[src/redmule_pkg.sv]
// Tile size and widths are fixed here; ARRAY_N must be a power of two so row counters wrap cleanly
package redmule_pkg;

  // Tile geometry and element width
  localparam int unsigned ARRAY_N = 4;
  localparam int unsigned ELEM_W  = 16;
  localparam int unsigned DATA_W  = ARRAY_N * ELEM_W;
  localparam int unsigned STEP_W  = $clog2(ARRAY_N);

  localparam int unsigned IN_FIFO_DEPTH = 4;
  localparam int unsigned Z_FIFO_DEPTH  = 2;

  // Peripheral register map, byte addresses
  localparam int unsigned REG_ADDR_W = 8;
  localparam int unsigned REG_W      = 32;

  localparam logic [REG_ADDR_W-1:0] REG_TRIGGER   = 8'h00;
  localparam logic [REG_ADDR_W-1:0] REG_CONFIG    = 8'h04;
  localparam logic [REG_ADDR_W-1:0] REG_STATUS    = 8'h08;
  localparam logic [REG_ADDR_W-1:0] REG_JOB_COUNT = 8'h0C;

  // Scheduler state encoding
  localparam logic [1:0] ST_IDLE    = 2'd0;
  localparam logic [1:0] ST_LOAD    = 2'd1;
  localparam logic [1:0] ST_COMPUTE = 2'd2;
  localparam logic [1:0] ST_STORE   = 2'd3;

  // One matrix row per beat, element 0 in the low bits
  typedef union packed {
    logic [DATA_W-1:0]                  raw;
    logic [ARRAY_N-1:0][ELEM_W-1:0]     elem;
  } beat_u;

endpackage : redmule_pkg

[src/redmule_scheduler.sv]
// One tile per job; clear_o pulses at job start and again on the first compute cycle
module redmule_scheduler (
  input  logic                            clk_i,
  input  logic                            reset_i,
  input  logic                            start_i,
  input  logic                            bias_en_i,
  input  logic                            x_full_i,
  input  logic                            w_full_i,
  input  logic                            y_full_i,
  input  logic                            store_done_i,
  output logic                            clear_o,
  output logic                            load_x_o,
  output logic                            load_w_o,
  output logic                            load_y_o,
  output logic                            compute_o,
  output logic [redmule_pkg::STEP_W-1:0]  step_o,
  output logic                            store_o,
  output logic                            done_o
);
  import redmule_pkg::*;

  logic [1:0]        state_q;
  logic [STEP_W-1:0] step_q;
  logic              clear_q;
  logic              done_q;
  logic              bias_en_q;
  logic              loaded;

  // Y is only waited for when the job uses a bias
  assign loaded = x_full_i && w_full_i && (y_full_i || !bias_en_q);

  always_ff @(posedge clk_i) begin
    if (reset_i) begin
      state_q   <= ST_IDLE;
      step_q    <= '0;
      clear_q   <= 1'b0;
      done_q    <= 1'b0;
      bias_en_q <= 1'b0;
    end else begin
      clear_q <= 1'b0;
      done_q  <= 1'b0;
      case (state_q)
        ST_IDLE: begin
          if (start_i) begin
            state_q   <= ST_LOAD;
            clear_q   <= 1'b1;
            bias_en_q <= bias_en_i;
          end
        end
        ST_LOAD: begin
          // Flags are stale while the start clear is still high
          if (!clear_q && loaded) begin
            state_q <= ST_COMPUTE;
            clear_q <= 1'b1;
            step_q  <= '0;
          end
        end
        ST_COMPUTE: begin
          // First compute cycle loads the bias, then ARRAY_N steps
          if (!clear_q) begin
            if (step_q == STEP_W'(ARRAY_N-1)) begin
              state_q <= ST_STORE;
              step_q  <= '0;
            end else begin
              step_q <= step_q + 1'b1;
            end
          end
        end
        default: begin
          if (store_done_i) begin
            state_q <= ST_IDLE;
            done_q  <= 1'b1;
          end
        end
      endcase
    end
  end

  assign clear_o   = clear_q;
  assign load_x_o  = (state_q == ST_LOAD);
  assign load_w_o  = (state_q == ST_LOAD);
  assign load_y_o  = (state_q == ST_LOAD) && bias_en_q;
  assign compute_o = (state_q == ST_COMPUTE);
  assign step_o    = step_q;
  assign store_o   = (state_q == ST_STORE);
  assign done_o    = done_q;

endmodule : redmule_scheduler

[config.mk]
export PLATFORM = sky130hd
export DESIGN_NAME = redmule_scheduler
export DESIGN_NICKNAME = d
export VERILOG_FILES = /design/src/redmule_pkg.sv /design/src/redmule_scheduler.sv
export SDC_FILE = /design/constraint.sdc
export NUM_CORES = 1
export LEC_CHECK = 0
export BUFFER_PORTS_ARGS = -buffer_cell sky130_fd_sc_hd__buf_2
export CORE_AREA = 2 2 39 41
export DETAILED_ROUTE_END_ITERATION = 8
export DIE_AREA = 0 0 41 43
export SETUP_SLACK_MARGIN = 0.02
export SYNTH_ARGS = -nofsm -noshare
export SYNTH_HDL_FRONTEND = slang
export SYNTH_SLANG_ARGS = --single-unit
[constraint.sdc]
create_clock -name clk_i -period 2.4 [get_ports clk_i]
set_clock_uncertainty 0.15 [all_clocks]
set_input_delay 0.12 -clock clk_i [delete_from_list [all_inputs] [get_ports clk_i]]
set_output_delay 0.12 -clock clk_i [all_outputs]
set_load 0.03 [all_outputs]
==> flow_summary.yaml, run 1 <==
synthesis:
  syn_nets: 64
  syn-instance-count: 51
  synth_edf_count: 0
  yosysSeqAreaShare_pct: 31.11
  ys_ff_latch: 7
  yosys_warnings: 0
  avgSynthCellArea_um2: 8.832
  ys_types: 25
  synth_async_sr_flop_share_pct: 0
  synth_ff_type: "dfxtp_1"
  syn-cell-area_um2: 450.4
clock_network:
  h-tree-depth: 1
  postCtsSetupRepairBufs: 0
  clk-insertion-delay-late_ns: 0.26
  cts_buffer_depth: 2
  clockRootBuffer: "clkbuf_4"
  cts_buffers: 3
  cts_tree: "yes"
  cts_sinks: 7
  clk_pin_slew_ns: 0.06
setup_path:
  slowest_stage: "or4_1"
  timing.rr.start: "state_q[1]$_SDFFE_PP0P_"
  cp-start-kind: "flip-flop"
  r2r_slack_ns: 0.49
  critPathMaxFanout: 9
  worstRegToRegCells: 6
  path_cells: "inv_1, ha_1, or4_1, o221ai_2, or3_2, o31ai_2"
  crit_type: "flip-flop to flip-flop"
  endpoint_kind: "flip-flop"
  arrival_ns: 1.91
  cp_slowest_stage_delay_ns: 0.57
  r2r-end: "state_q[0]$_SDFFE_PP0P_"
  required_ns: 2.40
cells_and_area:
  layout_common_cells: "buf_2, inv_1, dfxtp_1"
  seq_area_um2: 140.1
  nFillCells: 145
  fin_nets: 88
  final_cells: 90
  final_common_cell: "buf_2"
  area_growth_pct: 35.28
  layout-drive-gt1-share_pct: 33.78
  multi_input_area_um2: 269.0
  antenna_cells: 0
drt:
  first_iter_violations: 9
  postRouteAntennaNets: 0
  wl_um: 1043
  wl_per_cell_um: 11.59
  vias: 464
  drt_pass1_iterations: 4
  vias_per_cell: 5.156
  drc_errors: 0
placement:
  portBuffers: 16
  dp.cells: 82
  globalplace.congestion: 0.7325
  dpl.hpwl_um: 788.6
timing:
  rsz0062_at_grt: "no"
  setup_viol_count_final: 0
  fin_crit_sh_pct: 79.56
  finalHoldViolations: 0
  min_period_ns: 1.909
  max-slew-margin-rel_pct: 78.71
  worst_slew_pin_slew_ns: 0.3194
  fmax_mhz: 523.7
  final_max_slew_viol_count: 0
  timing.setup.tns_ns: 0
power:
  p_sw_share_pct: 47.09
  combPwrFrac_pct: 54.9
  p_int_uw: 330.7
  power.density_nw_per_um2: 1026
  p_leak_uw: 0.0002840
  power_frac_seq_pct: 27.1
  pwr-share-clk_pct: 18.0
  max-vdd-ir-drop_uv: 348.6
  switchingPower_uw: 294.2
global_routing:
  grt_first_pass_wirelength_um: 1711
  grt_pass1_vias: 419
  grt_max_degree: 10
  antenna_found_initial: 0
  grt-ovfl-total: 0
  track_usage_pct: 14.63
floorplanning:
  die_area_um2: 1763
  die_w_um: 41
  ios: 17
  start_util_pct: 32.55
  num_rows: 14
  design.core.area_um2: 1384
  fp.dieH_um: 43
min_path:
  hold_depth: 4
  min_from: "start_i"
  hold_path_end: "clear_o$_SDFF_PP0_"
  min_path_type: "input pin to flip-flop"
flow_run:
  max-cap-violations: 0
status:
  status: "complete, no violations"
critical path, delay by kind of cell (launching register included):
kind,cells,cell delay [ns]
adders and majority gates,1,0.29
DFF,1,0.38
AOI/OAI and AO/OA,2,0.17
buffers and inverters,1,0.07
and+or+nand+nor,2,0.74
final cells by class:
type | count | area share [%]
clock buffer | 4 | 4.312
tap | 16 | 3.285
inverter | 9 | 5.544
sequential | 7 | 23.00
timing repair buffer | 20 | 19.71
multi-input combinational | 34 | 44.15
routing by layer:
metal  track usage, %  routed length, um
met1            14.38                458
met2            25.00                486
met3            1.571                 59
met5                0                  0
met4            12.00                 38
timing repair:
item / 4_1_cts / 5_1_grt
hold buffers: 4 / 0
endpoints found under the hold margin: 3 / 0
gates resized for setup: 0 / 0
worst max-delay path by stage:
stage / from / endpoint / slack, ns / cells past startpoint
final: state_q[1]$_SDFFE_PP0P_ / state_q[0]$_SDFFE_PP0P_ / 0.49 / 6
after global routing: state_q[1]$_SDFFE_PP0P_ / state_q[0]$_SDFFE_PP0P_ / 0.36 / 6
after CTS: state_q[1]$_SDFFE_PP0P_ / state_q[0]$_SDFFE_PP0P_ / 0.48 / 6
after detailed placement: state_q[1]$_SDFFE_PP0P_ / state_q[0]$_SDFFE_PP0P_ / 0.49 / 6
after global placement: state_q[1]$_SDFFE_PP0P_ / state_q[0]$_SDFFE_PP0P_ / 0.51 / 6
after floorplan: state_q[1]$_SDFFE_PP0P_ / state_q[0]$_SDFFE_PP0P_ / 0.48 / 6
stage by stage:
stage               utilization [%]  cell area (um^2)  total power, uW  setup WS (ns)  hold WS [ns]
global route                  44.03             609.3            684.9         0.3580        0.1628
CTS                           44.03             609.3            631.5         0.4793        0.1046
detailed placement            39.24             543.0            510.4         0.4936        0.2287
global placement              39.24             543.0            507.9         0.5076        0.2296
floorplan                         -             450.4            436.8         0.4845       0.03907
finish                        44.03             609.3            624.9         0.4906       0.09887
sequential cells by signal, summed over array words and instances (netlist names):
name,flops
bias_en_q,1
clear_o,1
done_o,1
state_q,2
step_o,2
synth_stat cells (all sizes together) (2+ instances only):
cell type | instances | area share, %
o21ai | 3 | 3.3
and2 | 2 | 3.1
or4 | 2 | 3.3
inv | 9 | 7.5
nor2 | 3 | 3.1
dfxtp | 7 | 31
o221ai | 2 | 5.3
ha | 5 | 14
nand3 | 2 | 2.2
nand2 | 2 | 1.7
a21oi | 3 | 3.3
kinds of logic (layout without fill, tap and decap cells):
family	Yosys count	in the layout	synth area share (%)
flip-flops	7	7	31.11
AO/OA/AOI/OAI	14	14	26.11
adder cells (fa/ha/maj)	5	5	13.89
buffers and inverters	10	33	9.167
AND/OR/NAND/NOR	15	15	19.73
power groups by stage:
stage	sequential, uW	combinational [uW]	clock, uW
final	170	343	112
after floorplan	191	246	0
after CTS	170	347	114
after detailed placement	174	337	0
after global placement	173	335	0
after global routing	174	390	121
(Power assumes the default switching activity.)
==> inputs of run 2 (changes only) <==
clock period = 1.95 ns   (was 2.4 ns; I/O delays follow)
==> flow_summary.yaml, run 2 (synthesized netlist as in run 1, its figures left out) <==
cells_and_area:
  final_cells: 91
  final_area_um2: 624.3
  layout-drive-gt1-share_pct: 38.67
  nFillCells: 137
  area_growth_pct: 38.61
  final_common_cell: "buf_2"
  antenna_cells: 0
  layout_common_cells: "buf_2, inv_1, dfxtp_1"
  fin_nets: 89
placement:
  dpl.hpwl_um: 838.9
  dp.cells: 83
  place_ws_ns: 0.06435
  globalplace.congestion: 0.7063
  placed_area_um2: 550.5
  portBuffers: 16
drt:
  drc_errors: 0
  drt_pass1_iterations: 4
  wl_per_cell_um: 11.99
  vias: 472
  vias_per_cell: 5.187
  postRouteAntennaNets: 0
  first_iter_violations: 5
  wl_um: 1091
setup_path:
  critPathMaxFanout: 8
  slowest_stage: "or4_1"
  worstRegToRegCells: 6
  endpoint_kind: "flip-flop"
  startpoint: "state_q[0]$_SDFFE_PP0P_"
  cp_slowest_stage_delay_ns: 0.52
  timing.rr.start: "state_q[0]$_SDFFE_PP0P_"
  cpLargestDelayFamily: "simple AND/OR/NAND/NOR gates"
  crit_type: "flip-flop to flip-flop"
  crit_buf_inv: 1
  arrival_ns: 1.83
  cp-start-kind: "flip-flop"
  r2r-end: "state_q[0]$_SDFFE_PP0P_"
  r2r_slack_ns: 0.12
  path_cells: "inv_1, ha_2, or4_1, o221ai_2, or3_2, o31ai_2"
  required_ns: 1.95
timing:
  setup_slack_ns: 0.1195
  timing.setup.tns_ns: 0
  min_period_ns: 1.830
  max-slew-margin-rel_pct: 79.44
  final_max_slew_viol_count: 0
  rsz0062_at_grt: "no"
  fin_crit_sh_pct: 93.87
  setup_viol_count_final: 0
  finalHoldViolations: 0
  worst_slew_pin_slew_ns: 0.3083
  fmax_mhz: 546.3
power:
  p_sw_share_pct: 46.87
  pwr-share-clk_pct: 17.3
  power.density_nw_per_um2: 1276
  switchingPower_uw: 373.3
  combPwrFrac_pct: 56.0
  p_int_uw: 423.2
  power_frac_seq_pct: 26.7
  finalPower_uw: 796.4
  p_leak_uw: 0.0002847
  max-vdd-ir-drop_uv: 405.5
clock_network:
  cts_tree: "yes"
  cts_buffers: 3
  postCtsSetupRepairBufs: 0
  cts_buffer_depth: 2
  clk_pin_slew_ns: 0.06
  cts_sinks: 7
  h-tree-depth: 1
  clk-insertion-delay-late_ns: 0.26
  clockRootBuffer: "clkbuf_4"
status:
  status: "complete, no violations"
floorplanning:
  die_w_um: 41
  die_area_um2: 1763
  ios: 17
  fp.dieH_um: 43
  start_util_pct: 32.55
  num_rows: 14
  design.core.area_um2: 1384
global_routing:
  track_usage_pct: 15.23
  antenna_found_initial: 0
  grt-ovfl-total: 0
  grt_first_pass_wirelength_um: 1787
  grt_pass1_vias: 423
  grt_max_degree: 9
min_path:
  min_path_type: "input pin to flip-flop"
  hold_path_end: "bias_en_q$_SDFFE_PP0P_"
  hold_depth: 4
  min_from: "start_i"
flow_run:
  max-cap-violations: 0
==> run 2: cell types whose count changed in the layout (fill, tap and decap cells not counted) <==
cell / change
a21oi_1: -1
a21oi_2: +1
buf_4: +1
dfxtp_1: -1
dfxtp_2: +1
ha_1: -1
ha_2: +1
==> run 2: how the worst max path moves through the flow <==
stage	to	slack [ns]	cells past startpoint
2_1_floorplan	state_q[0]$_SDFFE_PP0P_	0.03	6
3_3_place_gp	state_q[0]$_SDFFE_PP0P_	0.11	6
3_5_place_dp	state_q[0]$_SDFFE_PP0P_	0.06	6
4_1_cts	state_q[0]$_SDFFE_PP0P_	0.04	6
5_1_grt	state_q[1]$_SDFFE_PP0P_	0.03	6
6_report	state_q[0]$_SDFFE_PP0P_	0.12	6
==> run 2: stage by stage <==
stage	hold WS, ns	util, %
floorplan	0.01657	-
global placement	0.2071	39.78
detailed placement	0.2102	39.78
CTS	0.03545	44.57
global route	0.07206	45.12
finish	0.03824	45.12
==> run 2: worst register-to-register path, cell delays in order, from the launching register on <==
cell and delay, ns:
dfxtp_1 0.35, inv_1 0.09, ha_2 0.25, or4_1 0.52, o221ai_2 0.12, or3_2 0.18
o31ai_2 0.06
==> run 2: per-layer routing <==
metal / track usage [%] / wire length (um) / up-vias
met4: 12.00 / 38 / 0
met2: 25.00 / 520 / 16
met5: 0 / 0 / -
met1: 16.29 / 467 / 210
met3: 1.571 / 66 / 5
li1: - / - / 241
==> run 2: cell type report <==
class,instances,area [um^2],area share (%)
multi-input combinational,34,275.3,44.09
sequential,7,141.4,22.65
timing repair buffer,21,127.6,20.44
inverter,9,33.78,5.411
clock buffer,4,26.28,4.208
tap,16,20.02,3.206
==> run 2: power by group through the flow <==
| stage | Sequential (uW) | Combinational [uW] | Clock (uW) |
|---|---|---|---|
| 2_1_floorplan | 235 | 303 | 0 |
| 3_3_place_gp | 213 | 423 | 0 |
| 3_5_place_dp | 214 | 426 | 0 |
| 4_1_cts | 210 | 442 | 143 |
| 5_1_grt | 222 | 499 | 148 |
| 6_report | 212 | 446 | 138 |
==> run 2: repair_timing <==
item / 4_1_cts / 5_1_grt
resized for setup: 0 / 3
endpoints found under the setup margin: 0 / 3
hold buffers: 4 / 0
hold endpoints to repair: 5 / 0
==> inputs of run 3 (changes only) <==
PLACE_DENSITY_LB_ADDON = 0.3   (was not set)
==> flow_summary.yaml, run 3 (synthesized netlist as in run 1, its figures left out) <==
status:
  status: "complete, no violations"
timing:
  rsz0062_at_grt: "no"
  final_max_slew_viol_count: 0
  finalHoldViolations: 0
  holdWs_ns: 0.04916
  worst_slew_pin_slew_ns: 0.3253
  timing.setup.tns_ns: 0
  fmax_mhz: 547.9
  setup_viol_count_final: 0
  fin_crit_sh_pct: 93.59
  max-slew-margin-rel_pct: 78.31
  min_period_ns: 1.825
placement:
  portBuffers: 16
  globalplace.congestion: 0.7797
  dp.cells: 83
  dpl.hpwl_um: 819.7
clock_network:
  cts_sinks: 7
  h-tree-depth: 1
  cts_tree: "yes"
  clk-insertion-delay-late_ns: 0.25
  cts_buffers: 3
  cts_buffer_depth: 2
  postCtsSetupRepairBufs: 0
  clk_pin_slew_ns: 0.06
  clockRootBuffer: "clkbuf_4"
cells_and_area:
  antenna_cells: 0
  nFillCells: 142
  fin_nets: 89
  area_growth_pct: 37.50
  final_common_cell: "buf_2"
  final_cells: 91
  layout-drive-gt1-share_pct: 36.00
  layout_common_cells: "buf_2, inv_1, dfxtp_1"
  final_util_pct: 44.76
drt:
  vias_per_cell: 4.945
  m1WireLength_um: 464
  drc_errors: 0
  wl_met2_um: 497
  first_iter_violations: 9
  postRouteAntennaNets: 0
  drt_pass1_iterations: 4
  top_layer: "met4"
  wl_um: 1051
  wl_per_cell_um: 11.55
  met3_length_um: 82
  vias: 450
global_routing:
  antenna_found_initial: 0
  grt-ovfl-total: 0
  grt_first_pass_wirelength_um: 1676
  grt_pass1_vias: 417
  grt_max_degree: 9
  track_usage_pct: 14.66
min_path:
  min_path_type: "input pin to flip-flop"
  hold_depth: 4
  hold_path_end: "bias_en_q$_SDFFE_PP0P_"
  min_from: "start_i"
setup_path:
  r2r-end: "state_q[0]$_SDFFE_PP0P_"
  r2r_slack_ns: 0.12
  crit_buf_inv: 1
  endpoint_kind: "flip-flop"
  slowest_stage: "or4_1"
  timing.rr.start: "state_q[0]$_SDFFE_PP0P_"
  worstRegToRegCells: 6
  path_cells: "inv_1, ha_2, or4_1, o221ai_2, or3_2, o31ai_2"
  required_ns: 1.94
  crit_type: "flip-flop to flip-flop"
  cp_slowest_stage_delay_ns: 0.52
  arrival_ns: 1.82
  cp-start-kind: "flip-flop"
  cpLargestDelayFamily: "simple AND/OR/NAND/NOR gates"
  critPathMaxFanout: 8
floorplanning:
  ios: 17
  fp.dieH_um: 43
  die_area_um2: 1763
  design.core.area_um2: 1384
  die_w_um: 41
  start_util_pct: 32.55
  num_rows: 14
power:
  finalPower_uw: 778.4
  p_int_uw: 417.1
  p_sw_share_pct: 46.42
  combPwrFrac_pct: 55.7
  power_frac_seq_pct: 26.8
  power.density_nw_per_um2: 1257
  switchingPower_uw: 361.4
  pwr-share-clk_pct: 17.5
  p_leak_uw: 0.0002838
  max-vdd-ir-drop_uv: 460.3
flow_run:
  max-cap-violations: 0
## run 3: how the worst max path moves through the flow
stage	start	end	slack [ns]	cells past startpoint
finish	state_q[0]$_SDFFE_PP0P_	state_q[0]$_SDFFE_PP0P_	0.12	6
global route	state_q[0]$_SDFFE_PP0P_	state_q[0]$_SDFFE_PP0P_	0.03	6
CTS	state_q[0]$_SDFFE_PP0P_	state_q[0]$_SDFFE_PP0P_	0.06	6
detailed placement	state_q[0]$_SDFFE_PP0P_	state_q[0]$_SDFFE_PP0P_	0.07	6
global placement	state_q[0]$_SDFFE_PP0P_	state_q[0]$_SDFFE_PP0P_	0.10	6
floorplan	state_q[1]$_SDFFE_PP0P_	state_q[0]$_SDFFE_PP0P_	0.03	6
## run 3: tightest hold or removal path, stage by stage
cell     delay [ns]
buf_2          0.11
nand2_1        0.07
nand2_1        0.07
a21oi_1        0.05
## run 3: final cells by class
class	count	area, um^2	share of cell area [%]
Inverter	9	33.78	5.455
Multi-Input combinational cell	34	271.5	43.84
Clock buffer	4	26.28	4.242
Sequential cell	7	140.1	22.63
Timing Repair Buffer	21	127.6	20.61
Tap cell	16	20.02	3.232
## run 3: through the flow
step           area [um^2]  worst slack (ns)
2_1_floorplan        450.4           0.03454
6_report             619.3            0.1249
5_1_grt              619.3           0.03270
3_3_place_gp         550.5            0.1048
4_1_cts              616.8           0.06143
3_5_place_dp         550.5           0.07203
## run 3: power groups by stage
stage | registers (uW) | logic (uW) | clock network (uW)
CTS | 209 | 437 | 147
global placement | 210 | 423 | 0
finish | 209 | 433 | 136
global route | 213 | 491 | 153
detailed placement | 212 | 426 | 0
floorplan | 235 | 303 | 0
## run 3: layer usage
metal	vias up	track usage (%)
li1	235	-
met1	195	18.65
met2	18	20.94
met3	2	3.141
met4	0	10.00
met5	-	0
## run 3: timing repair
action / 4_1_cts / 5_1_grt
setup endpoints to repair: 0 / 3
hold buffers: 4 / 0
resized for setup: 0 / 1
hold endpoints to repair: 5 / 0
