==> src/redmule_pkg.sv <==
// Tile size and widths are fixed here; ARRAY_N must be a power of two so row counters wrap cleanly
package redmule_pkg;

  // Tile geometry and element width
  localparam int unsigned ARRAY_N = 4;
  localparam int unsigned ELEM_W  = 16;
  localparam int unsigned DATA_W  = ARRAY_N * ELEM_W;
  localparam int unsigned STEP_W  = $clog2(ARRAY_N);

  localparam int unsigned IN_FIFO_DEPTH = 4;
  localparam int unsigned Z_FIFO_DEPTH  = 2;

  // Peripheral register map, byte addresses
  localparam int unsigned REG_ADDR_W = 8;
  localparam int unsigned REG_W      = 32;

  localparam logic [REG_ADDR_W-1:0] REG_TRIGGER   = 8'h00;
  localparam logic [REG_ADDR_W-1:0] REG_CONFIG    = 8'h04;
  localparam logic [REG_ADDR_W-1:0] REG_STATUS    = 8'h08;
  localparam logic [REG_ADDR_W-1:0] REG_JOB_COUNT = 8'h0C;

  // Scheduler state encoding
  localparam logic [1:0] ST_IDLE    = 2'd0;
  localparam logic [1:0] ST_LOAD    = 2'd1;
  localparam logic [1:0] ST_COMPUTE = 2'd2;
  localparam logic [1:0] ST_STORE   = 2'd3;

  // One matrix row per beat, element 0 in the low bits
  typedef union packed {
    logic [DATA_W-1:0]                  raw;
    logic [ARRAY_N-1:0][ELEM_W-1:0]     elem;
  } beat_u;

endpackage : redmule_pkg

==> src/redmule_w_buffer.sv <==
// Holds one W tile row by row; rows survive clear, only the fill count restarts
module redmule_w_buffer (
  input  logic                            clk_i,
  input  logic                            reset_i,
  input  logic                            clear_i,
  input  logic                            load_i,
  input  logic                            valid_i,
  output logic                            ready_o,
  input  redmule_pkg::beat_u              data_i,
  input  logic [redmule_pkg::STEP_W-1:0]  step_i,
  output logic                            full_o,
  output redmule_pkg::beat_u              row_o
);
  import redmule_pkg::*;

  beat_u             mem_q [ARRAY_N];
  logic [STEP_W-1:0] cnt_q;
  logic              full_q;
  logic              accept;

  assign ready_o = load_i && !full_q && !clear_i;
  assign accept  = valid_i && ready_o;
  assign full_o  = full_q;

  always_ff @(posedge clk_i) begin
    if (reset_i || clear_i) begin
      cnt_q  <= '0;
      full_q <= 1'b0;
    end else if (accept) begin
      cnt_q  <= cnt_q + 1'b1;
      full_q <= (cnt_q == STEP_W'(ARRAY_N-1));
    end
  end

  always_ff @(posedge clk_i) begin
    if (accept) begin
      mem_q[cnt_q] <= data_i;
    end
  end

  // Row k of W is used whole
  assign row_o = mem_q[step_i];

endmodule : redmule_w_buffer

==> config.mk <==
export PLATFORM = sky130hd
export DESIGN_NAME = redmule_w_buffer
export DESIGN_NICKNAME = d
export VERILOG_FILES = /design/src/redmule_pkg.sv /design/src/redmule_w_buffer.sv
export SDC_FILE = /design/constraint.sdc
export NUM_CORES = 1
export LEC_CHECK = 0
export BUFFER_PORTS_ARGS = -buffer_cell sky130_fd_sc_hd__buf_2
export CELL_PAD_IN_SITES_DETAIL_PLACEMENT = 0
export CELL_PAD_IN_SITES_GLOBAL_PLACEMENT = 1
export CORE_MARGIN = 10
export CORE_UTILIZATION = 25
export DETAILED_ROUTE_END_ITERATION = 6
export PLACE_DENSITY = 0.57
export SETUP_SLACK_MARGIN = 0.1
export SLEW_MARGIN = 20
export SYNTH_ARGS = -nofsm -noshare
export SYNTH_HDL_FRONTEND = slang
export SYNTH_SLANG_ARGS = --single-unit
==> constraint.sdc <==
create_clock -name clk_i -period 3.6 [get_ports clk_i]
set_input_delay 0.36 -clock clk_i [delete_from_list [all_inputs] [get_ports clk_i]]
set_output_delay 0.36 -clock clk_i [all_outputs]
set_load 0.01 [all_outputs]
==> flow_summary.ini, run 1 <==
[die]
die_area_um2 = 46200
row_count = 71
core_area_um2 = 37600
initial_core_util_pct = 25.3
pin_count = 137
die_w_um = 215
die_h_um = 215

[timing]
period_needed_ns = 2.25
slew-limit-headroom_pct = 28.7
fin_skew_ns = 0.00636
final_max_slew_viol_count = 0
fmax_mhz = 445
tns_ns = 0
rsz0062_at_grt = no
worst_pin_slew_ns = 1.07
fin_crit_sh_pct = 62.4
setup_viol_count_final = 0
hold_viol = 0

[global_routing]
track_usage_pct = 8.77
grt_max_degree = 65
antenna_found_initial = 0
grt.overflow.total = 0
grt_pass1_wl_um = 31300
grt_pass1_vias = 5005

[power]
p_leak_nw = 3.82
vdd_drop_max_mv = 0.371
intPower_mw = 5.07
sequentialPowerShare_pct = 53.0
switchingPower_mw = 1.25
pwr-share-comb_pct = 4.7
swShare_pct = 19.8
p_clk_share_pct = 42.4
powerDensity_nw_per_um2 = 541

[synth]
synthCells = 359
synth_cell_types = 15
yosys-top-cells-area = edfxtp_1 81%, mux4_2 15%, buf_6 0.95%, dfxtp_1 0.63%, ha_1 0.53%
yosysMostFrequentCell = edfxtp_1
yosysTopAreaCell = edfxtp_1
ys_top_cells_by_count = 256 x edfxtp_1, 64 x mux4_2, 8 x buf_6
ys_warn_count = 0
synth-edff-count = 256
syn-mean-instance-area_um2 = 26.5
ys_seq_elements = 259
ys_async_sr_fraction_pct = 0
synth_top_cell_area_share_pct = 80.9
syn_nets = 434
yosysSeqAreaShare_pct = 81.5
netlist_area_um2 = 9500
synth_flop_cell = edfxtp_1

[worst_hold_path]
hp-class = primary input to register
hold_start = data_i[2]
hold_depth = 1

[critical_path]
reg2reg_from = full_o$_SDFFE_PP0P_
crit_required_ns = 3.75
cp.arrival_ns = 2.40
path_max_fanout = 64
startpoint = full_o$_SDFFE_PP0P_
critPathCaptureType = register
worst_setup_path_start_kind = register
crit_type = register to register
r2r_cells = 2

[clocking]
cts_max_level = 1
clock_latency_ns = 0.54
root_buffer = clkbuf_16
clk_pin_slew_ns = 0.06
cts_buffer_depth = 3
numCtsBuffers = 28
cts_tree = built
numClockSinks = 259
cts_resized = 0

[routing]
firstDrtPassIters = 4
viasPerCell = 4.08
drt-wirelength-per-cell_um = 19.4
drt_iter0_drc = 122
wl_um = 20400
drc = 0
vias = 4279
antenna_left = 0

[finish]
area_growth_pct = 22.9
drive_gt1_share_pct = 46.5
stdcell_count = 1049
final_util_pct = 31.1
num_antenna_cells = 0
nNetsFinal = 591

[run_status]
status = completed

[job]
drv_cap = 0

[place]
place.gp.congestion = 0.650
dp_hpwl_um = 12200
port_buffers = 136
dpl.cell_count = 996
[worst paths after layout]
| kind | to | slack [ns] |
|---|---|---|
| worst max-delay path | mem_q[2][7]$_DFFE_PP_ | 1.35 |
| worst max register to register | mem_q[2][7]$_DFFE_PP_ | 1.35 |
| worst min register to register | full_o$_SDFFE_PP0P_ | 0.62 |
| worst min-delay path | mem_q[3][2]$_DFFE_PP_ | 0.04 |
[cell families (layout without fill, tap and decap cells)]
| group | count (synthesis) | count (layout) | share of synthesized area, % |
|---|---|---|---|
| multiplexers | 66 | 66 | 15.4 |
| flip-flops | 259 | 259 | 81.5 |
| adder cells (fa/ha/maj) | 4 | 4 | 0.527 |
| AO/OA/AOI/OAI | 1 | 1 | 0.0922 |
| buffers and inverters | 17 | 196 | 1.40 |
| AND/OR/NAND/NOR | 12 | 12 | 1.07 |
[final cells by class]
cell class | instances | area (um2)
Clock buffer | 43 | 798
Clock inverter | 9 | 72.6
Fill cell | 3627 | 25900
Inverter | 2 | 7.51
Multi-Input combinational cell | 83 | 1630
Sequential cell | 259 | 7750
Tap cell | 511 | 639
Timing Repair Buffer | 142 | 783
[power by group through the flow]
stage | registers [mW] | clock network [mW] | logic (mW)
6_report | 3.35 | 2.68 | 0.295
3_3_place_gp | 3.41 | 0 | 0.297
2_1_floorplan | 3.41 | 0 | 0.156
3_5_place_dp | 3.41 | 0 | 0.304
5_1_grt | 3.35 | 2.90 | 0.325
4_1_cts | 3.35 | 2.78 | 0.306
[flip-flops by register name (all words and copies together) (netlist names)]
signal	flops
mem_q	256
cnt_q	2
full_o	1
[placed cells by master (no fill, tap or decap)]
| cell type | netlist | routed |
|---|---|---|
| a22o_1 | 1 | 1 |
| and2_4 | 0 | 4 |
| buf_12 | 0 | 4 |
| buf_2 | 6 | 134 |
| buf_4 | 0 | 3 |
| bufinv_16 | 0 | 1 |
| clkbuf_1 | 0 | 12 |
| clkbuf_16 | 0 | 29 |
| clkbuf_8 | 0 | 2 |
| clkinv_1 | 0 | 2 |
| clkinv_2 | 0 | 4 |
| clkinvlp_4 | 0 | 2 |
| dfxtp_1 | 3 | 3 |
| dlygate4sd3_1 | 0 | 1 |
| edfxtp_1 | 256 | 256 |
| ha_1 | 4 | 4 |
| inv_1 | 2 | 2 |
| mux2_2 | 2 | 2 |
| mux4_2 | 64 | 64 |
| nor2_1 | 1 | 1 |
| nor3_1 | 1 | 1 |
| nor3b_1 | 5 | 5 |
| nor4bb_4 | 1 | 1 |
[critical path, stage by stage (launching register included)]
cell and delay (ns):
dfxtp_1 0.36, nor4bb_4 0.50, and2_4 0.83
[stage by stage]
step / cell area (um2) / hold WS (ns) / worst slack [ns] / power (mW)
2_1_floorplan: 9500 / 0.459 / 1.44 / 3.57
3_3_place_gp: 10800 / 0.571 / 1.26 / 3.70
3_5_place_dp: 10800 / 0.579 / 1.21 / 3.71
4_1_cts: 11700 / 0.000239 / 1.27 / 6.43
5_1_grt: 11700 / 0.00769 / 1.20 / 6.57
6_report: 11700 / 0.0365 / 1.35 / 6.32
[per-layer routing]
layer	routed length, um	part of all wire, %	up-vias	track usage [%]
met1	8850	43	2268	10.9
met2	9990	49	108	14.7
met5	0	0	-	0
met4	464	2.3	0	2.77
met3	1090	5.3	35	2.30
li1	-	-	1868	-
[timing repair]
item	in CTS	in global routing
endpoints found under the hold margin	4	0
buffers inserted	0	0
hold buffers	1	0
No activity file was read; power rests on OpenSTA's default activity.
==> run 2, diff against run 1 <==
ABC_AREA = 1   (was not set)
PLACE_DENSITY = 0.61   (was 0.57)
clock period = 2 ns   (was 3.6 ns; I/O delays follow)
==> run 2 against run 1 <==
Compared with the run above:
- clock power up 78%
- worst setup slack worse by 0.98 ns
- clock skew up 0.012 ns
- utilization up 1.7 points
- global-route usage up 1.2 points
- sequential power up 80%
- clock-buffer cell count down 8
- critical path depth up 1
- sequential share of layout area down 5.0 points
- flip-flop and latch count unchanged
- via count up 40%
- largest cell class unchanged
==> flow_summary.ini, run 2 <==
[routing]
viasPerCell = 4.24
vias = 5981
antenna_left = 0
wl_um = 23900
drc = 0
drt-wirelength-per-cell_um = 17.0
firstDrtPassIters = 4
drt_iter0_drc = 306

[synth]
yosysTopAreaCell = edfxtp_1
syn-mean-instance-area_um2 = 14.8
ys_seq_elements = 259
syn_nets = 732
synth_xor_area_share_pct = 0
synth_cell_types = 19
yosysMostFrequentCell = edfxtp_1
synth_flop_cell = edfxtp_1
synth-edff-count = 256
synthAdderAreaFrac_pct = 0.514
yosysSeqAreaShare_pct = 79.6
synth_top_cell_area_share_pct = 78.9
synthCells = 657
ys_top_cells_by_count = 256 x edfxtp_1, 138 x nor2_1, 72 x o21ai_0
synth_top_family_by_area = compound AO/OA/AOI/OAI gates
yosys-top-cells-area = edfxtp_1 79%, nor2_1 5.3%, o22ai_1 4.1%, o21ai_0 3.7%, o21ai_1 2.9%
synth.area.mux_share_pct = 0
ys_async_sr_fraction_pct = 0
synth_compound_area_share_pct = 10.7
ys_warn_count = 0
netlist_area_um2 = 9740
yosys.area_share.simple_pct = 5.64

[global_routing]
grt_use_met1_pct = 12.9
antenna_found_initial = 1
use_met3_pct = 2.50
grt.busiest_layer = met2
grt_pass1_vias = 6333
grt_pass1_wl_um = 37000
grt.overflow.total = 0
track_usage_pct = 9.97
grt_max_degree = 58
grt_use_met2_pct = 16.2

[timing]
period_needed_ns = 1.63
rsz0062_at_grt = no
worst_pin_slew_ns = 0.411
hold_viol = 0
fmax_mhz = 615
slew-limit-headroom_pct = 72.6
final_max_slew_viol_count = 0
setup_viol_count_final = 0
fin_crit_sh_pct = 81.3
fin_skew_ns = 0.0182

[place]
postPlaceCellArea_um2 = 11100
port_buffers = 136
place.gp.congestion = 0.684
dp_hpwl_um = 13900

[finish]
final_util_pct = 32.7
final_cell_mix = 256 x edfxtp_1, 135 x buf_2, 134 x nor2_1
drive_gt1_share_pct = 23.0
nNetsFinal = 944
area_growth_pct = 29.6
final_common_cell = edfxtp_1
largest-register = mem_q
fillers = 3865
final_cell_area_um2 = 12600
largest_register_ffs = 256

[power]
p_clk_share_pct = 41.2
sequentialPowerShare_pct = 52.0
pwr-share-comb_pct = 6.8
powerDensity_nw_per_um2 = 918
vdd_drop_max_mv = 0.568
intPower_mw = 9.04
switchingPower_mw = 2.55
p_leak_nw = 4.28
swShare_pct = 22.0

[die]
pin_count = 137
die_w_um = 217
row_count = 72
core_area_um2 = 38600
die_h_um = 217
initial_core_util_pct = 25.3
die_area_um2 = 47200

[critical_path]
cp.arrival_ns = 1.43
crit_required_ns = 1.80
worst_setup_path_start_kind = register
crit_type = register to output pin
path_max_fanout = 1
crit_path_cell_trace = o21ai_0, o22ai_1, buf_2
critPathCaptureType = output pin
cp_slowest_cell = edfxtp_1
max_stage_delay_ns = 0.31

[clocking]
numCtsBuffers = 28
cts_buffer_depth = 3
clock_latency_ns = 0.57
cts_resized = 0
ctsHoldBuffers = 67
clk_pin_slew_ns = 0.06
post-cts-setup-buffer-count = 0
cts_max_level = 1
cts_tree = built
numClockSinks = 259
root_buffer = clkbuf_16

[job]
drv_cap = 0

[worst_hold_path]
hp-class = primary input to register

[run_status]
status = completed
run 2: cell types whose count changed after synthesis, moves of 4 or more:
cell and delta:
and2_2 -4, buf_6 +6, clkbuf_1 +14, inv_1 +12, mux4_2 -64, nor2_1 +137
nor3b_1 -5, o21ai_0 +72, o21ai_1 +56, o22ai_1 +64
run 2: layout make-up:
type	instances	area, um2	share of cell area, %
Tap cell	518	648	5.13
Timing Repair Buffer	223	1630	12.9
Inverter	16	68.8	0.545
Clock inverter	17	116	0.922
Antenna cell	1	2.50	0.0198
Sequential cell	259	7750	61.4
Clock buffer	35	727	5.76
Multi-Input combinational cell	341	1680	13.3
run 2: worst paths after layout:
path	cells past startpoint	endpoint	startpoint	slack, ns
setup reg to reg	4	mem_q[3][41]$_DFFE_PP_	cnt_q[1]$_SDFFE_PP0P_	0.43
hold / removal	5	cnt_q[0]$_SDFFE_PP0P_	clear_i	0.05
setup / recovery	3	row_o[1]	mem_q[2][1]$_DFFE_PP_	0.37
hold reg to reg	2	full_o$_SDFFE_PP0P_	full_o$_SDFFE_PP0P_	0.48
run 2: metrics by stage:
step	setup slack (ns)	std cells	TNS (ns)	total power, mW	hold slack (ns)
floorplan	-0.0746	657	-11.65	6.50	0.299
finish	0.375	1410	0	11.6	0.0484
global placement	0.383	1290	0	6.84	0.416
detailed placement	0.352	1290	0	6.85	0.418
CTS	0.304	1409	0	11.8	0.0321
global route	0.271	1409	0	12.1	0.0449
run 2: cell families (layout without fill, tap and decap cells):
kind of cell / count (synthesis) / in the layout
flip-flops: 259 / 259
AO/OA/AOI/OAI: 193 / 193
AND/OR/NAND/NOR: 144 / 144
buffers and inverters: 57 / 291
adder cells (fa/ha/maj): 4 / 4
other: 0 / 1
run 2: power by group through the flow:
stage	Clock, mW	Sequential [mW]	Combinational, mW
floorplan	0	6.14	0.359
global placement	0	6.14	0.699
detailed placement	0	6.14	0.705
CTS	4.93	6.03	0.811
global route	5.20	6.03	0.880
finish	4.77	6.03	0.788
run 2: worst max-delay path, delay by kind of cell, from the launching register on:
kind | cells | cell delay [ns]
buffers and inverters | 1 | 0.20
DFF | 1 | 0.31
AOI/OAI and AO/OA | 2 | 0.35
run 2: per-layer routing:
layer / routed length, um / vias to the layer above
met5: 0 / -
met3: 1400 / 38
li1: - / 2903
met1: 10800 / 2903
met4: 529 / 0
met2: 11200 / 137
==> run 3, diff against run 2 <==
PLACE_DENSITY = 0.59   (was 0.61)
clock period = 1.55 ns   (was 2 ns; I/O delays follow)
==> run 3 against run 2 <==
Compared with the run above:
- routed wire length rose by 9.2%
- final cell count rose by 2.6%
- clock-buffer cell count fell by 6
- clock skew fell by 0.011 ns
- via count rose by 3.4%
==> flow_summary.ini, run 3 (synthesized netlist as in run 2, its figures left out) <==
[run_status]
status = completed

[critical_path]
max_stage_delay_ns = 0.39
cp_slowest_cell = edfxtp_1
reg2reg_from = cnt_q[1]$_SDFFE_PP0P_
crit_path_cell_trace = o21ai_2, o22ai_2, buf_2
crit_required_ns = 1.39
cp.arrival_ns = 1.35
path_max_fanout = 1
rrSetupSlack_ns = 0.06
r2r_cells = 7
crit_buf_inv = 1
crit_type = register to output pin
startpoint = mem_q[1][18]$_DFFE_PP_
critPathCaptureType = output pin
r2r_end = mem_q[1][21]$_DFFE_PP_
worst_setup_path_start_kind = register
critPathTopFamily = flip-flops

[worst_hold_path]
hp-class = primary input to register
min_to = cnt_q[1]$_SDFFE_PP0P_
hold_depth = 6
hold_start = load_i

[power]
p_clk_share_pct = 43.1
pwr-share-comb_pct = 7.5
swShare_pct = 21.5
powerDensity_nw_per_um2 = 1130
vdd_drop_max_mv = 0.806
intPower_mw = 12.4
switchingPower_mw = 3.40
sequentialPowerShare_pct = 49.3
p_leak_nw = 4.80

[timing]
fmax_mhz = 663
fin_skew_ns = 0.00710
setup_viol_count_final = 0
period_needed_ns = 1.51
slew-limit-headroom_pct = 70.7
rsz0062_at_grt = yes
fin_crit_sh_pct = 97.2
hold_viol = 0
worst_pin_slew_ns = 0.440
final_max_slew_viol_count = 0

[routing]
viasPerCell = 4.28
drt_iter0_drc = 369
firstDrtPassIters = 4
vias = 6187
drt-wirelength-per-cell_um = 18.1
antenna_left = 0
wl_um = 26100
drc = 0

[place]
dpl.cell_count = 1291
port_buffers = 136
dp_hpwl_um = 14000
place.gp.congestion = 0.722

[finish]
largest-register = mem_q
nNetsFinal = 980
final_util_pct = 36.2
regArea_um2 = 7760
largest_register_ffs = 256
drive_gt1_share_pct = 35.3
stdcell_count = 1446
final_common_cell = edfxtp_1
area_growth_pct = 43.1
multi_input_area_um2 = 2020
final_cell_mix = 256 x edfxtp_1, 135 x buf_2, 126 x nor2_1
fillers = 3740

[die]
core_area_um2 = 38600
die_area_um2 = 47200
die_h_um = 217
die_w_um = 217
pin_count = 137
initial_core_util_pct = 25.3
row_count = 72

[clocking]
cts_buffer_depth = 3
numCtsBuffers = 28
numClockSinks = 259
clk_pin_slew_ns = 0.06
cts_tree = built
cts_max_level = 1
root_buffer = clkbuf_16
clock_latency_ns = 0.54

[global_routing]
track_usage_pct = 9.57
grt_pass1_wl_um = 35700
antenna_found_initial = 1
grt.overflow.total = 0
grt_pass1_vias = 6130
grt_max_degree = 59

[job]
drv_cap = 0
run 3: cell count changes in the layout (fill, tap and decap cells not counted), sizes merged:
cell,before,now
buf,156,175
inv,15,17
dlygate4sd3,67,69
clkbuf,35,44
clkinvlp,2,5
bufinv,1,4
clkinv,15,13
run 3: how the worst max path moves through the flow:
stage	endpoint	slack (ns)	cells past startpoint
2_1_floorplan	mem_q[0][0]$_DFFE_PP_	-0.52	5
6_report	row_o[18]	0.04	3
4_1_cts	row_o[13]	0.03	3
3_3_place_gp	mem_q[0][45]$_DFFE_PP_	0.04	7
5_1_grt	row_o[13]	-0.02	3
3_5_place_dp	mem_q[0][45]$_DFFE_PP_	0.03	7
run 3: tightest hold or removal path: stages:
cell	delay, ns
buf_2	0.12
inv_1	0.09
nor2_4	0.05
nand4_1	0.06
nand2_1	0.05
nor2_1	0.07
run 3: through the flow:
step | power, mW | worst slack [ns] | hold WS [ns] | area, um2 | TNS (ns)
final | 15.8 | 0.0428 | 0.0821 | 13900 | 0
after global routing | 16.4 | -0.0198 | 0.0804 | 13900 | -0.0950
after CTS | 15.9 | 0.0302 | 0.00984 | 13000 | 0
after detailed placement | 8.85 | 0.0310 | 0.378 | 11200 | 0
after global placement | 8.84 | 0.0405 | 0.373 | 11200 | 0
after floorplan | 8.39 | -0.525 | 0.254 | 9780 | -124.19
run 3: cell type report:
class,count,share of cell area (%)
Antenna cell,1,0.0180
Clock buffer,29,5.21
Clock inverter,23,1.68
Inverter,16,0.530
Multi-Input combinational cell,341,14.5
Sequential cell,259,55.6
Tap cell,518,4.65
Timing Repair Buffer,259,17.8
run 3: layer usage:
layer  track usage (%)  routed length (um)
met4              2.42                 454
met1              12.6               11800
met2              15.3               12400
met3              2.64                1490
met5                 0                   0
run 3: power groups by stage:
stage / Combinational [mW] / Sequential [mW] / Clock [mW]
global route: 1.31 / 7.77 / 7.33
floorplan: 0.463 / 7.93 / 0
detailed placement: 0.929 / 7.93 / 0
finish: 1.19 / 7.77 / 6.80
CTS: 1.10 / 7.78 / 7.00
global placement: 0.919 / 7.92 / 0
run 3: repair_timing:
| item | CTS | global route |
|---|---|---|
| buffers inserted | 3 | 8 |
| pin swaps | 33 | 53 |
| endpoints found under the hold margin | 259 | 0 |
| cloned | 1 | 21 |
| hold buffers | 69 | 0 |
| setup endpoints to repair | 299 | 320 |
| resized for setup | 68 | 112 |
