File: src/redmule_pkg.sv
// Tile size and widths are fixed here; ARRAY_N must be a power of two so row counters wrap cleanly
package redmule_pkg;

  // Tile geometry and element width
  localparam int unsigned ARRAY_N = 4;
  localparam int unsigned ELEM_W  = 16;
  localparam int unsigned DATA_W  = ARRAY_N * ELEM_W;
  localparam int unsigned STEP_W  = $clog2(ARRAY_N);

  localparam int unsigned IN_FIFO_DEPTH = 4;
  localparam int unsigned Z_FIFO_DEPTH  = 2;

  // Peripheral register map, byte addresses
  localparam int unsigned REG_ADDR_W = 8;
  localparam int unsigned REG_W      = 32;

  localparam logic [REG_ADDR_W-1:0] REG_TRIGGER   = 8'h00;
  localparam logic [REG_ADDR_W-1:0] REG_CONFIG    = 8'h04;
  localparam logic [REG_ADDR_W-1:0] REG_STATUS    = 8'h08;
  localparam logic [REG_ADDR_W-1:0] REG_JOB_COUNT = 8'h0C;

  // Scheduler state encoding
  localparam logic [1:0] ST_IDLE    = 2'd0;
  localparam logic [1:0] ST_LOAD    = 2'd1;
  localparam logic [1:0] ST_COMPUTE = 2'd2;
  localparam logic [1:0] ST_STORE   = 2'd3;

  // One matrix row per beat, element 0 in the low bits
  typedef union packed {
    logic [DATA_W-1:0]                  raw;
    logic [ARRAY_N-1:0][ELEM_W-1:0]     elem;
  } beat_u;

endpackage : redmule_pkg

File: src/redmule_stream_fifo.sv
// Valid/ready FIFO with no clear input; contents are lost only on reset, pop data is not registered
module redmule_stream_fifo #(
  parameter int unsigned DEPTH = 4
) (
  input  logic                clk_i,
  input  logic                reset_i,
  input  logic                push_valid_i,
  output logic                push_ready_o,
  input  redmule_pkg::beat_u  push_data_i,
  output logic                pop_valid_o,
  input  logic                pop_ready_i,
  output redmule_pkg::beat_u  pop_data_o
);
  import redmule_pkg::*;

  beat_u                      mem_q [DEPTH];
  logic [$clog2(DEPTH)-1:0]   wr_ptr_q;
  logic [$clog2(DEPTH)-1:0]   rd_ptr_q;
  logic [$clog2(DEPTH):0]     count_q;
  logic                       push_en;
  logic                       pop_en;

  assign push_ready_o = (count_q != ($clog2(DEPTH)+1)'(DEPTH));
  assign pop_valid_o  = (count_q != '0);
  assign pop_data_o   = mem_q[rd_ptr_q];

  assign push_en = push_valid_i && push_ready_o;
  assign pop_en  = pop_valid_o && pop_ready_i;

  always_ff @(posedge clk_i) begin
    if (reset_i) begin
      wr_ptr_q <= '0;
      rd_ptr_q <= '0;
      count_q  <= '0;
    end else begin
      if (push_en) begin
        wr_ptr_q <= (wr_ptr_q == $clog2(DEPTH)'(DEPTH-1)) ? '0 : wr_ptr_q + 1'b1;
      end
      if (pop_en) begin
        rd_ptr_q <= (rd_ptr_q == $clog2(DEPTH)'(DEPTH-1)) ? '0 : rd_ptr_q + 1'b1;
      end
      // Simultaneous push and pop leave the count unchanged
      if (push_en && !pop_en) begin
        count_q <= count_q + 1'b1;
      end else if (pop_en && !push_en) begin
        count_q <= count_q - 1'b1;
      end
    end
  end

  always_ff @(posedge clk_i) begin
    if (push_en) begin
      mem_q[wr_ptr_q] <= push_data_i;
    end
  end

endmodule : redmule_stream_fifo

File: config.mk
export PLATFORM = sky130hd
export DESIGN_NAME = redmule_stream_fifo
export DESIGN_NICKNAME = d
export VERILOG_FILES = /design/src/redmule_pkg.sv /design/src/redmule_stream_fifo.sv
export SDC_FILE = /design/constraint.sdc
export NUM_CORES = 1
export LEC_CHECK = 0
export BUFFER_PORTS_ARGS = -buffer_cell sky130_fd_sc_hd__clkbuf_2
export CORE_UTILIZATION = 55
export DETAILED_ROUTE_END_ITERATION = 10
export PLACE_DENSITY = 0.84
export SLEW_MARGIN = 20
export SYNTH_ARGS = -nofsm -noshare
export SYNTH_HDL_FRONTEND = slang
export SYNTH_SLANG_ARGS = --single-unit
File: constraint.sdc
create_clock -name clk_i -period 3.2 [get_ports clk_i]
set_input_delay 0.32 -clock clk_i [delete_from_list [all_inputs] [get_ports clk_i]]
set_output_delay 0.32 -clock clk_i [all_outputs]
set_load 0.02 [all_outputs]
==> impl_metrics.json, run 1 <==
{
  "syn-cell-area_sq_um": 9690,
  "place_congestion": 0.683,
  "cts_setup_buffers": 0,
  "routed_wl_mm": 16.5,
  "finalSetupViolCount": 0,
  "ioPinCount": 134,
  "crit_type": "register to primary output",
  "drt_first_pass_iters": 4,
  "path_cells": "buf_12 -> mux4_2 -> clkbuf_2",
  "path_clk_slew_ns": 0.06,
  "fp.dieW_microns": 135,
  "syn_area_per_cell_sq_um": 25.4,
  "routed-via-count": 4361,
  "hold_viol": 0,
  "die_h_microns": 135,
  "post_cts_resized": 0,
  "ys_ff_latch": 265,
  "grt_first_pass_wirelength_mm": 25.0,
  "synth_fp_nets": 457,
  "synthCells": 382,
  "portBuffers": 133,
  "hp-start": "push_data_i[21]",
  "peakVddDrop_v": 0.000713,
  "core_sq_um": 17200,
  "grt_use_total_pct": 18.6,
  "hold_depth": 1,
  "dp_slack_ns": 0.744,
  "endpoint_kind": "primary output",
  "hold_class": "input port to register",
  "yosys_warnings": 0,
  "clock_path_buffers": 3,
  "grt.overflow.total": 0,
  "finalWorstSetupSlack_ns": 0.589,
  "h-tree-depth": 1,
  "drtAntennaViolNets": 0,
  "holdPathEnd": "mem_q[2][21]",
  "status": "complete, no violations",
  "rsz0062_at_grt": "no",
  "finalClockSkew_ns": 0.00976,
  "clock-root-buffer": "clkbuf_16",
  "r2r_end": "count_q[2]",
  "clock_sinks": 265,
  "report.final.slew_viol_count": 0,
  "antenna_found_initial": 0,
  "min_period_over_period_pct": 81.6,
  "timing.rr.start": "count_q[0]",
  "cap_violations": 0,
  "start_util_pct": 56.2,
  "wl_per_cell_microns": 21.2,
  "diodes": 0,
  "fillers": 1088,
  "worst_slew_pin_slew_ns": 0.987,
  "crit_buf_inv": 2,
  "die_area_sq_um": 18200,
  "rows": 48,
  "dp_hpwl_mm": 9.95,
  "drc": 0,
  "fmax_ghz": 0.383,
  "arrival_ns": 2.29,
  "fin_setup_tns_ns": 0,
  "reg2reg_slack_ns": 0.72,
  "cts_tree": "yes",
  "ys_types": 27,
  "viasPerCell": 5.61,
  "holdBufCountCts": 0,
  "clk_latency_ns": 0.51,
  "crit_slowest_cell": "dfxtp_4",
  "cts_buffers": 26,
  "power_w": 0.00938,
  "area_growth_pct": 19.2,
  "grt_pass1_vias": 4730,
  "path_depth": 3,
  "crit_path_max_fanout": 43,
  "slew_headroom_pct": 34.2,
  "worst_r2r_path_depth": 7,
  "nNetsFinal": 608,
  "required_ns": 2.88,
  "critical_path.max_stage_delay_ns": 0.61,
  "drive_above_1_share_pct": 45.6,
  "power.density_nw_per_um2": 812,
  "leakage_nw": 3.93,
  "drt_iter0_drc": 236,
  "min_period_ns": 2.61,
  "yosysSeqAreaShare_pct": 81.2,
  "grt_max_degree": 65,
  "cp-start-kind": "register",
  "crit_family": "flip-flops"
}
==> cells in the final DEF (no fill, tap or decap) <==
master	n
or3_2	2
clkbuf_16	27
dfxtp_4	2
o21ai_0	1
nand2b_1	2
edfxtp_1	256
and3_4	4
buf_4	1
clkbuf_1	3
and2_4	1
inv_1	3
fa_1	1
ha_1	6
o31ai_1	1
o31ai_2	1
nor3_1	1
mux2i_1	3
or3b_1	1
xor2_1	2
or3_1	1
mux4_2	64
clkbuf_2	133
nor2_1	3
nand2_1	1
clkinv_1	6
nand3_1	1
dfxtp_1	7
a21oi_1	2
buf_12	5
clkinv_2	7
clkinvlp_4	1
bufinv_16	4
==> through the flow <==
step                      cell area, sq um  util (%)  instances  hold WS (ns)
after floorplan                       9690         -        382         0.419
after global placement               10700      62.0        730         0.483
after detailed placement             10700      62.0        730         0.500
after CTS                            11600      67.0        778       0.00952
after global routing                 11600      67.0        778       0.00264
final                                11600      67.0        778        0.0241
==> sequential cells by signal (all words and copies together) (netlist names), named ones only <==
| name | flops |
|---|---|
| count_q | 3 |
| mem_q | 256 |
| rd_ptr_q | 2 |
| wr_ptr_q | 2 |
==> power by group <==
part | leakage, nW | switching [W] | total (W) | internal [W]
registers | 2.42 | 0.000173 | 0.00439 | 0.00421
clock network | 0.430 | 0.00118 | 0.00303 | 0.00185
logic | 1.08 | 0.00114 | 0.00197 | 0.000831
==> synthesized netlist by cell type <==
library cell / instances / share of area [%]
or3_2: 2 / 0.15
nor3_1: 1 / 0.052
nand3_1: 1 / 0.052
nor2_1: 3 / 0.12
edfxtp_1: 256 / 79
ha_1: 6 / 0.77
xor2_1: 2 / 0.18
o31ai_1: 1 / 0.077
mux4_2: 64 / 15
or3b_1: 1 / 0.090
buf_2: 1 / 0.052
o21ai_0: 1 / 0.052
buf_1: 6 / 0.23
buf_4: 6 / 0.46
o31ai_2: 1 / 0.13
clkbuf_2: 2 / 0.10
and2_4: 1 / 0.090
a21oi_1: 2 / 0.10
nand2_1: 1 / 0.039
or3_1: 1 / 0.065
dfxtp_1: 9 / 1.9
clkbuf_1: 1 / 0.039
fa_1: 1 / 0.21
and3_2: 4 / 0.31
nand2b_1: 2 / 0.13
mux2i_1: 3 / 0.31
inv_1: 3 / 0.12
==> per-layer routing <==
metal,part of all wire [%],global-route usage (%),vias to the layer above
met5,0,0,-
met1,40,23.6,2281
met2,52,32.5,119
li1,-,-,1942
met3,5.9,4.35,19
met4,1.4,4.56,0
==> layout make-up <==
cell class,count,area [sq um],share of cell area [%]
sequential,265,7880,68.2
multi-input combinational,98,1740,15.1
timing repair buffer,139,773,6.69
clock buffer,30,687,5.95
tap,225,282,2.44
clock inverter,18,185,1.60
inverter,3,11.3,0.0975
==> cells by family after synthesis <==
group	Yosys count	share of synthesized area, %
DFF	265	81.2
muxes	67	15.2
buffers and inverters	19	1.01
and+or+nand+nor	17	1.10
adders and majority gates	7	0.981
AOI/OAI and AO/OA	5	0.361
xor gates and xnor gates	2	0.181
==> worst max path at each step <==
stage and end:
6_report pop_data_o[46], 4_1_cts pop_data_o[60], 3_3_place_gp count_q[2], 5_1_grt pop_data_o[60], 3_5_place_dp count_q[2], 2_1_floorplan count_q[2]
Note: power is estimated with default switching activity, not from simulation.
==> inputs of run 2 (changes only) <==
- ABC_AREA: not set -> 1
- CORE_UTILIZATION: 55 -> 51
- PLACE_DENSITY: 0.84 -> 0.82
- clock period: 3.2 -> 2.4 ns (I/O delays scaled with it)
==> run 2 against run 1 <==
Synthesized cell count increased by 80%. Highest routed layer unchanged. Critical path depth rose by 1. Synthesized area is 3.1% higher. Total power grew 48%. Via count is 42% higher. Combinational power increased by 120%. First-iteration DRC count up 76%. Register-to-register slack lost 0.14 ns. Sequential share of layout area is 4.9 points lower. Largest cell class unchanged. Cell count increased by 50%. Sequential power up 32%. Final area is 7.6% higher.
==> impl_metrics.json, run 2 <==
{
  "yosysTopAreaCellShare_pct": 77.0,
  "cts_tree": "yes",
  "die_area_sq_um": 20200,
  "cts_setup_buffers": 0,
  "ys_ff_latch": 265,
  "peakVddDrop_v": 0.000766,
  "syn-cell-area_sq_um": 9990,
  "place_congestion": 0.776,
  "final_util_pct": 65.6,
  "diodes": 0,
  "timing.rr.start": "count_q[0]",
  "antenna_found_initial": 0,
  "arrival_ns": 2.06,
  "grt.overflow.total": 0,
  "routed-via-count": 6211,
  "area_growth_pct": 24.5,
  "mostFrequentLayoutCell": "edfxtp_1",
  "min_period_over_period_pct": 95.7,
  "status": "complete, no violations",
  "worst_slew_pin_slew_ns": 0.491,
  "crit_type": "register to primary output",
  "worst_r2r_path_depth": 12,
  "power.density_nw_per_um2": 1120,
  "finalClockSkew_ns": 0.0143,
  "cp-start-kind": "register",
  "yosys.area.top_type": "edfxtp_1",
  "rows": 50,
  "drt_first_pass_iters": 4,
  "endpoint_kind": "primary output",
  "rsz0062_at_grt": "no",
  "synth-edff-count": 256,
  "nNetsFinal": 964,
  "cap_violations": 0,
  "yosysSeqAreaShare_pct": 78.8,
  "fmax_ghz": 0.435,
  "yosys_warnings": 0,
  "routed_wl_mm": 20.4,
  "synthTopCellsByArea": "edfxtp_1 (77%), nor2_1 (5.4%), o22ai_1 (4.0%)",
  "leakage_nw": 4.46,
  "ys.flop_type": "edfxtp_1",
  "h-tree-depth": 1,
  "ioPinCount": 134,
  "fin_cells": 1165,
  "final_cell_mix": "edfxtp_1 (256), nor2_1 (141), clkbuf_2 (133), o21ai_0 (73), dlygate4sd3_1 (65)",
  "clock_sinks": 265,
  "ys_types": 22,
  "viasPerCell": 5.33,
  "cts_buffers": 26,
  "portBuffers": 133,
  "drt_iter0_drc": 415,
  "grt_first_pass_wirelength_mm": 31.8,
  "min_period_ns": 2.30,
  "die_h_microns": 142,
  "finalSetupViolCount": 0,
  "synthXorXnorAreaFrac_pct": 0.0877,
  "yosysMostFrequentCell": "edfxtp_1",
  "dp_cells": 1056,
  "synth_commonest_cells": "edfxtp_1 (256), nor2_1 (145), o21ai_0 (73), o22ai_1 (64), o21ai_1 (56)",
  "top_usage_layer": "met2",
  "path_clk_slew_ns": 0.06,
  "crit_path_max_fanout": 128,
  "required_ns": 2.16,
  "grt_max_degree": 129,
  "synthCells": 688,
  "fin_setup_tns_ns": 0,
  "grt_pass1_vias": 6333,
  "reg2reg_slack_ns": 0.58,
  "met1_usage_pct": 26.5,
  "drtAntennaViolNets": 0,
  "r2r_end": "count_q[2]",
  "synth_fp_nets": 763,
  "synthSimpleGateAreaFrac_pct": 6.24,
  "largest_reg_flops": 256,
  "synth_compound_area_share_pct": 10.6,
  "hold_class": "input port to register",
  "clk_latency_ns": 0.52,
  "cp-endpoint": "pop_data_o[10]",
  "grt_use_total_pct": 20.6,
  "synth_mux_area_share_pct": 0,
  "core_sq_um": 19000,
  "synth_top_family_by_area": "compound AO/OA/AOI/OAI gates",
  "synthArstFlopShare_pct": 0,
  "fin_area_sq_um": 12400,
  "synth_fa_ha_area_share_pct": 0.952,
  "clock_path_buffers": 3,
  "hold_viol": 0,
  "grtUsageMet3_pct": 3.84,
  "finalWorstSetupSlack_ns": 0.104,
  "dp_hpwl_mm": 11.2,
  "place_area_sq_um": 11000,
  "drc": 0,
  "use_met2_pct": 35.3,
  "top_regs": "mem_q: 256 flops, count_q: 3 flops",
  "dp_slack_ns": 0.608,
  "report.final.slew_viol_count": 0,
  "fp.dieW_microns": 142,
  "drive_above_1_share_pct": 21.1,
  "clock-root-buffer": "clkbuf_16",
  "start_util_pct": 52.7,
  "slew_headroom_pct": 67.3,
  "top_register": "mem_q",
  "syn_area_per_cell_sq_um": 14.5,
  "wl_per_cell_microns": 17.5
}
run 2: per-layer routing:
| layer | vias to the layer above | share of wire [%] |
|---|---|---|
| met5 | - | 0 |
| met4 | 0 | 2.5 |
| met3 | 40 | 5.2 |
| met2 | 182 | 49 |
| met1 | 3019 | 43 |
| li1 | 2970 | - |
run 2: kinds of logic after synthesis:
group	Yosys count
flops	265
compound gates	195
simple gates	163
buf+inv	57
fa+ha+maj	7
xor+xnor	1
run 2: worst max-delay path: stages (launching register included):
cell and delay [ns]:
dfxtp_4 0.38, buf_16 0.39, o21ai_0 0.20, o22ai_1 0.28, clkbuf_2 0.22
run 2: area by class of cell:
class / count / area [sq um]
flip-flops and latches: 265 / 7870
fillers: 1335 / 6520
multi-input cells: 366 / 1810
repair buffers: 214 / 1560
clock buffers: 31 / 691
well taps: 260 / 325
clock inverters: 13 / 116
inverters: 16 / 62.6
run 2: how the worst min path moves through the flow:
stage                       from     endpoint  slack, ns  depth (start not counted)
floorplan                reset_i   count_q[0]       0.31                          1
global placement         reset_i   count_q[0]       0.42                          2
detailed placement       reset_i   count_q[0]       0.43                          2
CTS                 push_valid_i  wr_ptr_q[1]       0.02                          3
global route        push_valid_i  wr_ptr_q[1]       0.08                          3
finish              push_valid_i  wr_ptr_q[1]       0.04                          3
run 2: where the power goes:
group          leakage, nW  internal, W  switching, W
Sequential            2.42      0.00564      0.000141
Clock                0.387      0.00225       0.00157
Combinational         1.65      0.00135       0.00295
Total                 4.46      0.00924       0.00467
run 2: through the flow:
| stage | power (W) | hold slack [ns] |
|---|---|---|
| floorplan | 0.00871 | 0.312 |
| global placement | 0.00998 | 0.424 |
| detailed placement | 0.0101 | 0.435 |
| CTS | 0.0140 | 0.0187 |
| global route | 0.0146 | 0.0848 |
| finish | 0.0139 | 0.0449 |
run 2: repair_timing:
action,CTS,global route
endpoints found under the setup margin,0,1
hold buffers,65,0
resized for setup,0,1
endpoints found under the hold margin,257,0
==> inputs of run 3 (changes only) <==
- ABC_AREA: 1 -> not set
- SLEW_MARGIN: 20 -> not set
==> run 3 against run 2 <==
Sequential power is essentially flat. Setup slack gained 0.032 ns. Cell count is 27% lower. Global-route usage shrank 2.9 points. Critical path type unchanged.
==> impl_metrics.json, run 3 (same netlist as run 1, synthesis figures left out) <==
{
  "status": "complete, no violations",
  "viasPerCell": 5.38,
  "place_area_sq_um": 10700,
  "rsz0062_at_grt": "no",
  "place_congestion": 0.728,
  "required_ns": 2.16,
  "fin_area_sq_um": 12200,
  "finalSetupViolCount": 0,
  "drive_above_1_share_pct": 40.4,
  "antenna_found_initial": 1,
  "cp-start-kind": "register",
  "path_clk_slew_ns": 0.06,
  "path_cells": "buf_12 -> mux4_2 -> clkbuf_2",
  "slew_headroom_pct": 72.4,
  "fin_setup_tns_ns": 0,
  "cap_violations": 0,
  "top_register": "mem_q",
  "h-tree-depth": 1,
  "clock_path_buffers": 3,
  "mostFrequentLayoutCell": "edfxtp_1",
  "largest_reg_flops": 256,
  "grt_use_total_pct": 17.6,
  "worst_slew_pin_slew_ns": 0.414,
  "finalClockSkew_ns": 0.0201,
  "area_growth_pct": 25.8,
  "die_h_microns": 140,
  "power_w": 0.0124,
  "endpoint_kind": "primary output",
  "clockPowerShare_pct": 30.7,
  "nNetsFinal": 675,
  "core_sq_um": 18600,
  "routed_wl_mm": 16.7,
  "fp.dieW_microns": 140,
  "cts_tree": "yes",
  "switching_share_pct": 26.7,
  "top_regs": "mem_q: 256 flops, count_q: 3 flops",
  "grt_max_degree": 65,
  "intPower_w": 0.00909,
  "min_period_over_period_pct": 94.3,
  "die_area_sq_um": 19600,
  "p_sw_w": 0.00331,
  "dp_hpwl_mm": 9.38,
  "ioPinCount": 134,
  "grt_pass1_vias": 5041,
  "cts_buffers": 26,
  "grt.overflow.total": 0,
  "power_frac_comb_pct": 22.6,
  "rows": 50,
  "arrival_ns": 2.02,
  "leakage_nw": 4.19,
  "crit_slowest_cell": "mux4_2",
  "drtAntennaViolNets": 0,
  "min_period_ns": 2.26,
  "seqPwrFrac_pct": 46.7,
  "crit_family": "multiplexers",
  "report.final.slew_viol_count": 0,
  "peakVddDrop_v": 0.000696,
  "cts_setup_buffers": 0,
  "clock_sinks": 265,
  "start_util_pct": 52.0,
  "clock-root-buffer": "clkbuf_16",
  "power.density_nw_per_um2": 1020,
  "drt_first_pass_iters": 4,
  "crit_path_max_fanout": 34,
  "hold_viol": 0,
  "final_cell_mix": "edfxtp_1 (256), clkbuf_2 (133), mux4_2 (64), dlygate4sd3_1 (64), clkbuf_16 (27)",
  "grt_first_pass_wirelength_mm": 26.6,
  "drc": 0,
  "crit_type": "register to primary output",
  "clk_latency_ns": 0.51,
  "portBuffers": 133,
  "drt_iter0_drc": 345,
  "critical_path.max_stage_delay_ns": 0.57,
  "crit_buf_inv": 2,
  "hold_class": "input port to register",
  "routed-via-count": 4594,
  "wl_per_cell_microns": 19.6,
  "fmax_ghz": 0.442
}
-- run 3: cell count changes in the layout (fill, tap and decap cells not counted), sizes merged, moves of 4 or more --
cell    delta
and3       +4
inv       -13
o21ai    -128
o22ai     -64
buf        -7
nand2     -13
clkbuf     +8
mux4      +64
nor2     -142
-- run 3: per-layer routing --
layer,vias up,part of all wire [%],global-route usage (%),wire length (microns)
li1,2081,-,-,-
met3,29,5.3,3.75,879
met1,2354,40,22.4,6730
met4,0,2.0,5.32,335
met5,-,0,0,0
met2,130,52,30.7,8750
-- run 3: final cells by class --
| type | instances | area (sq um) |
|---|---|---|
| Sequential cell | 265 | 7880 |
| Fill cell | 1208 | 6450 |
| Multi-Input combinational cell | 98 | 1740 |
| Timing Repair Buffer | 206 | 1460 |
| Clock buffer | 39 | 751 |
| Tap cell | 234 | 293 |
| Clock inverter | 8 | 60.1 |
| Inverter | 3 | 11.3 |
| Antenna cell | 1 | 2.50 |
-- run 3: path summary, 6_finish.rpt --
path                                       end  slack, ns  depth (start not counted)         from
worst max register to register      count_q[2]       0.16                          8   count_q[0]
worst max-delay path            pop_data_o[57]       0.14                          3     register
worst min register to register        register       0.51                          2  rd_ptr_q[0]
worst min-delay path                count_q[2]       0.02                          2      reset_i
-- run 3: power groups by stage --
stage                     clock network (W)  registers (W)  logic [W]
final                               0.00380        0.00579    0.00281
after global routing                0.00407        0.00584    0.00300
after CTS                           0.00389        0.00580    0.00285
after detailed placement                  0        0.00589    0.00276
after global placement                    0        0.00585    0.00271
after floorplan                           0        0.00580    0.00192
-- run 3: what timing repair did --
| item | in CTS | in global routing |
|---|---|---|
| hold endpoints to repair | 256 | 0 |
| hold buffers | 64 | 0 |
| resized for setup | 0 | 0 |
-- run 3: through the flow --
step / std cells / hold WS [ns] / setup WS (ns) / util [%]
6_report: 854 / 0.0221 / 0.136 / 65.4
5_1_grt: 854 / 0.0215 / 0.0228 / 65.4
4_1_cts: 853 / 0.00723 / 0.0919 / 65.4
3_5_place_dp: 742 / 0.461 / 0.204 / 57.6
3_3_place_gp: 742 / 0.452 / 0.300 / 57.6
2_1_floorplan: 382 / 0.339 / 0.160 / -
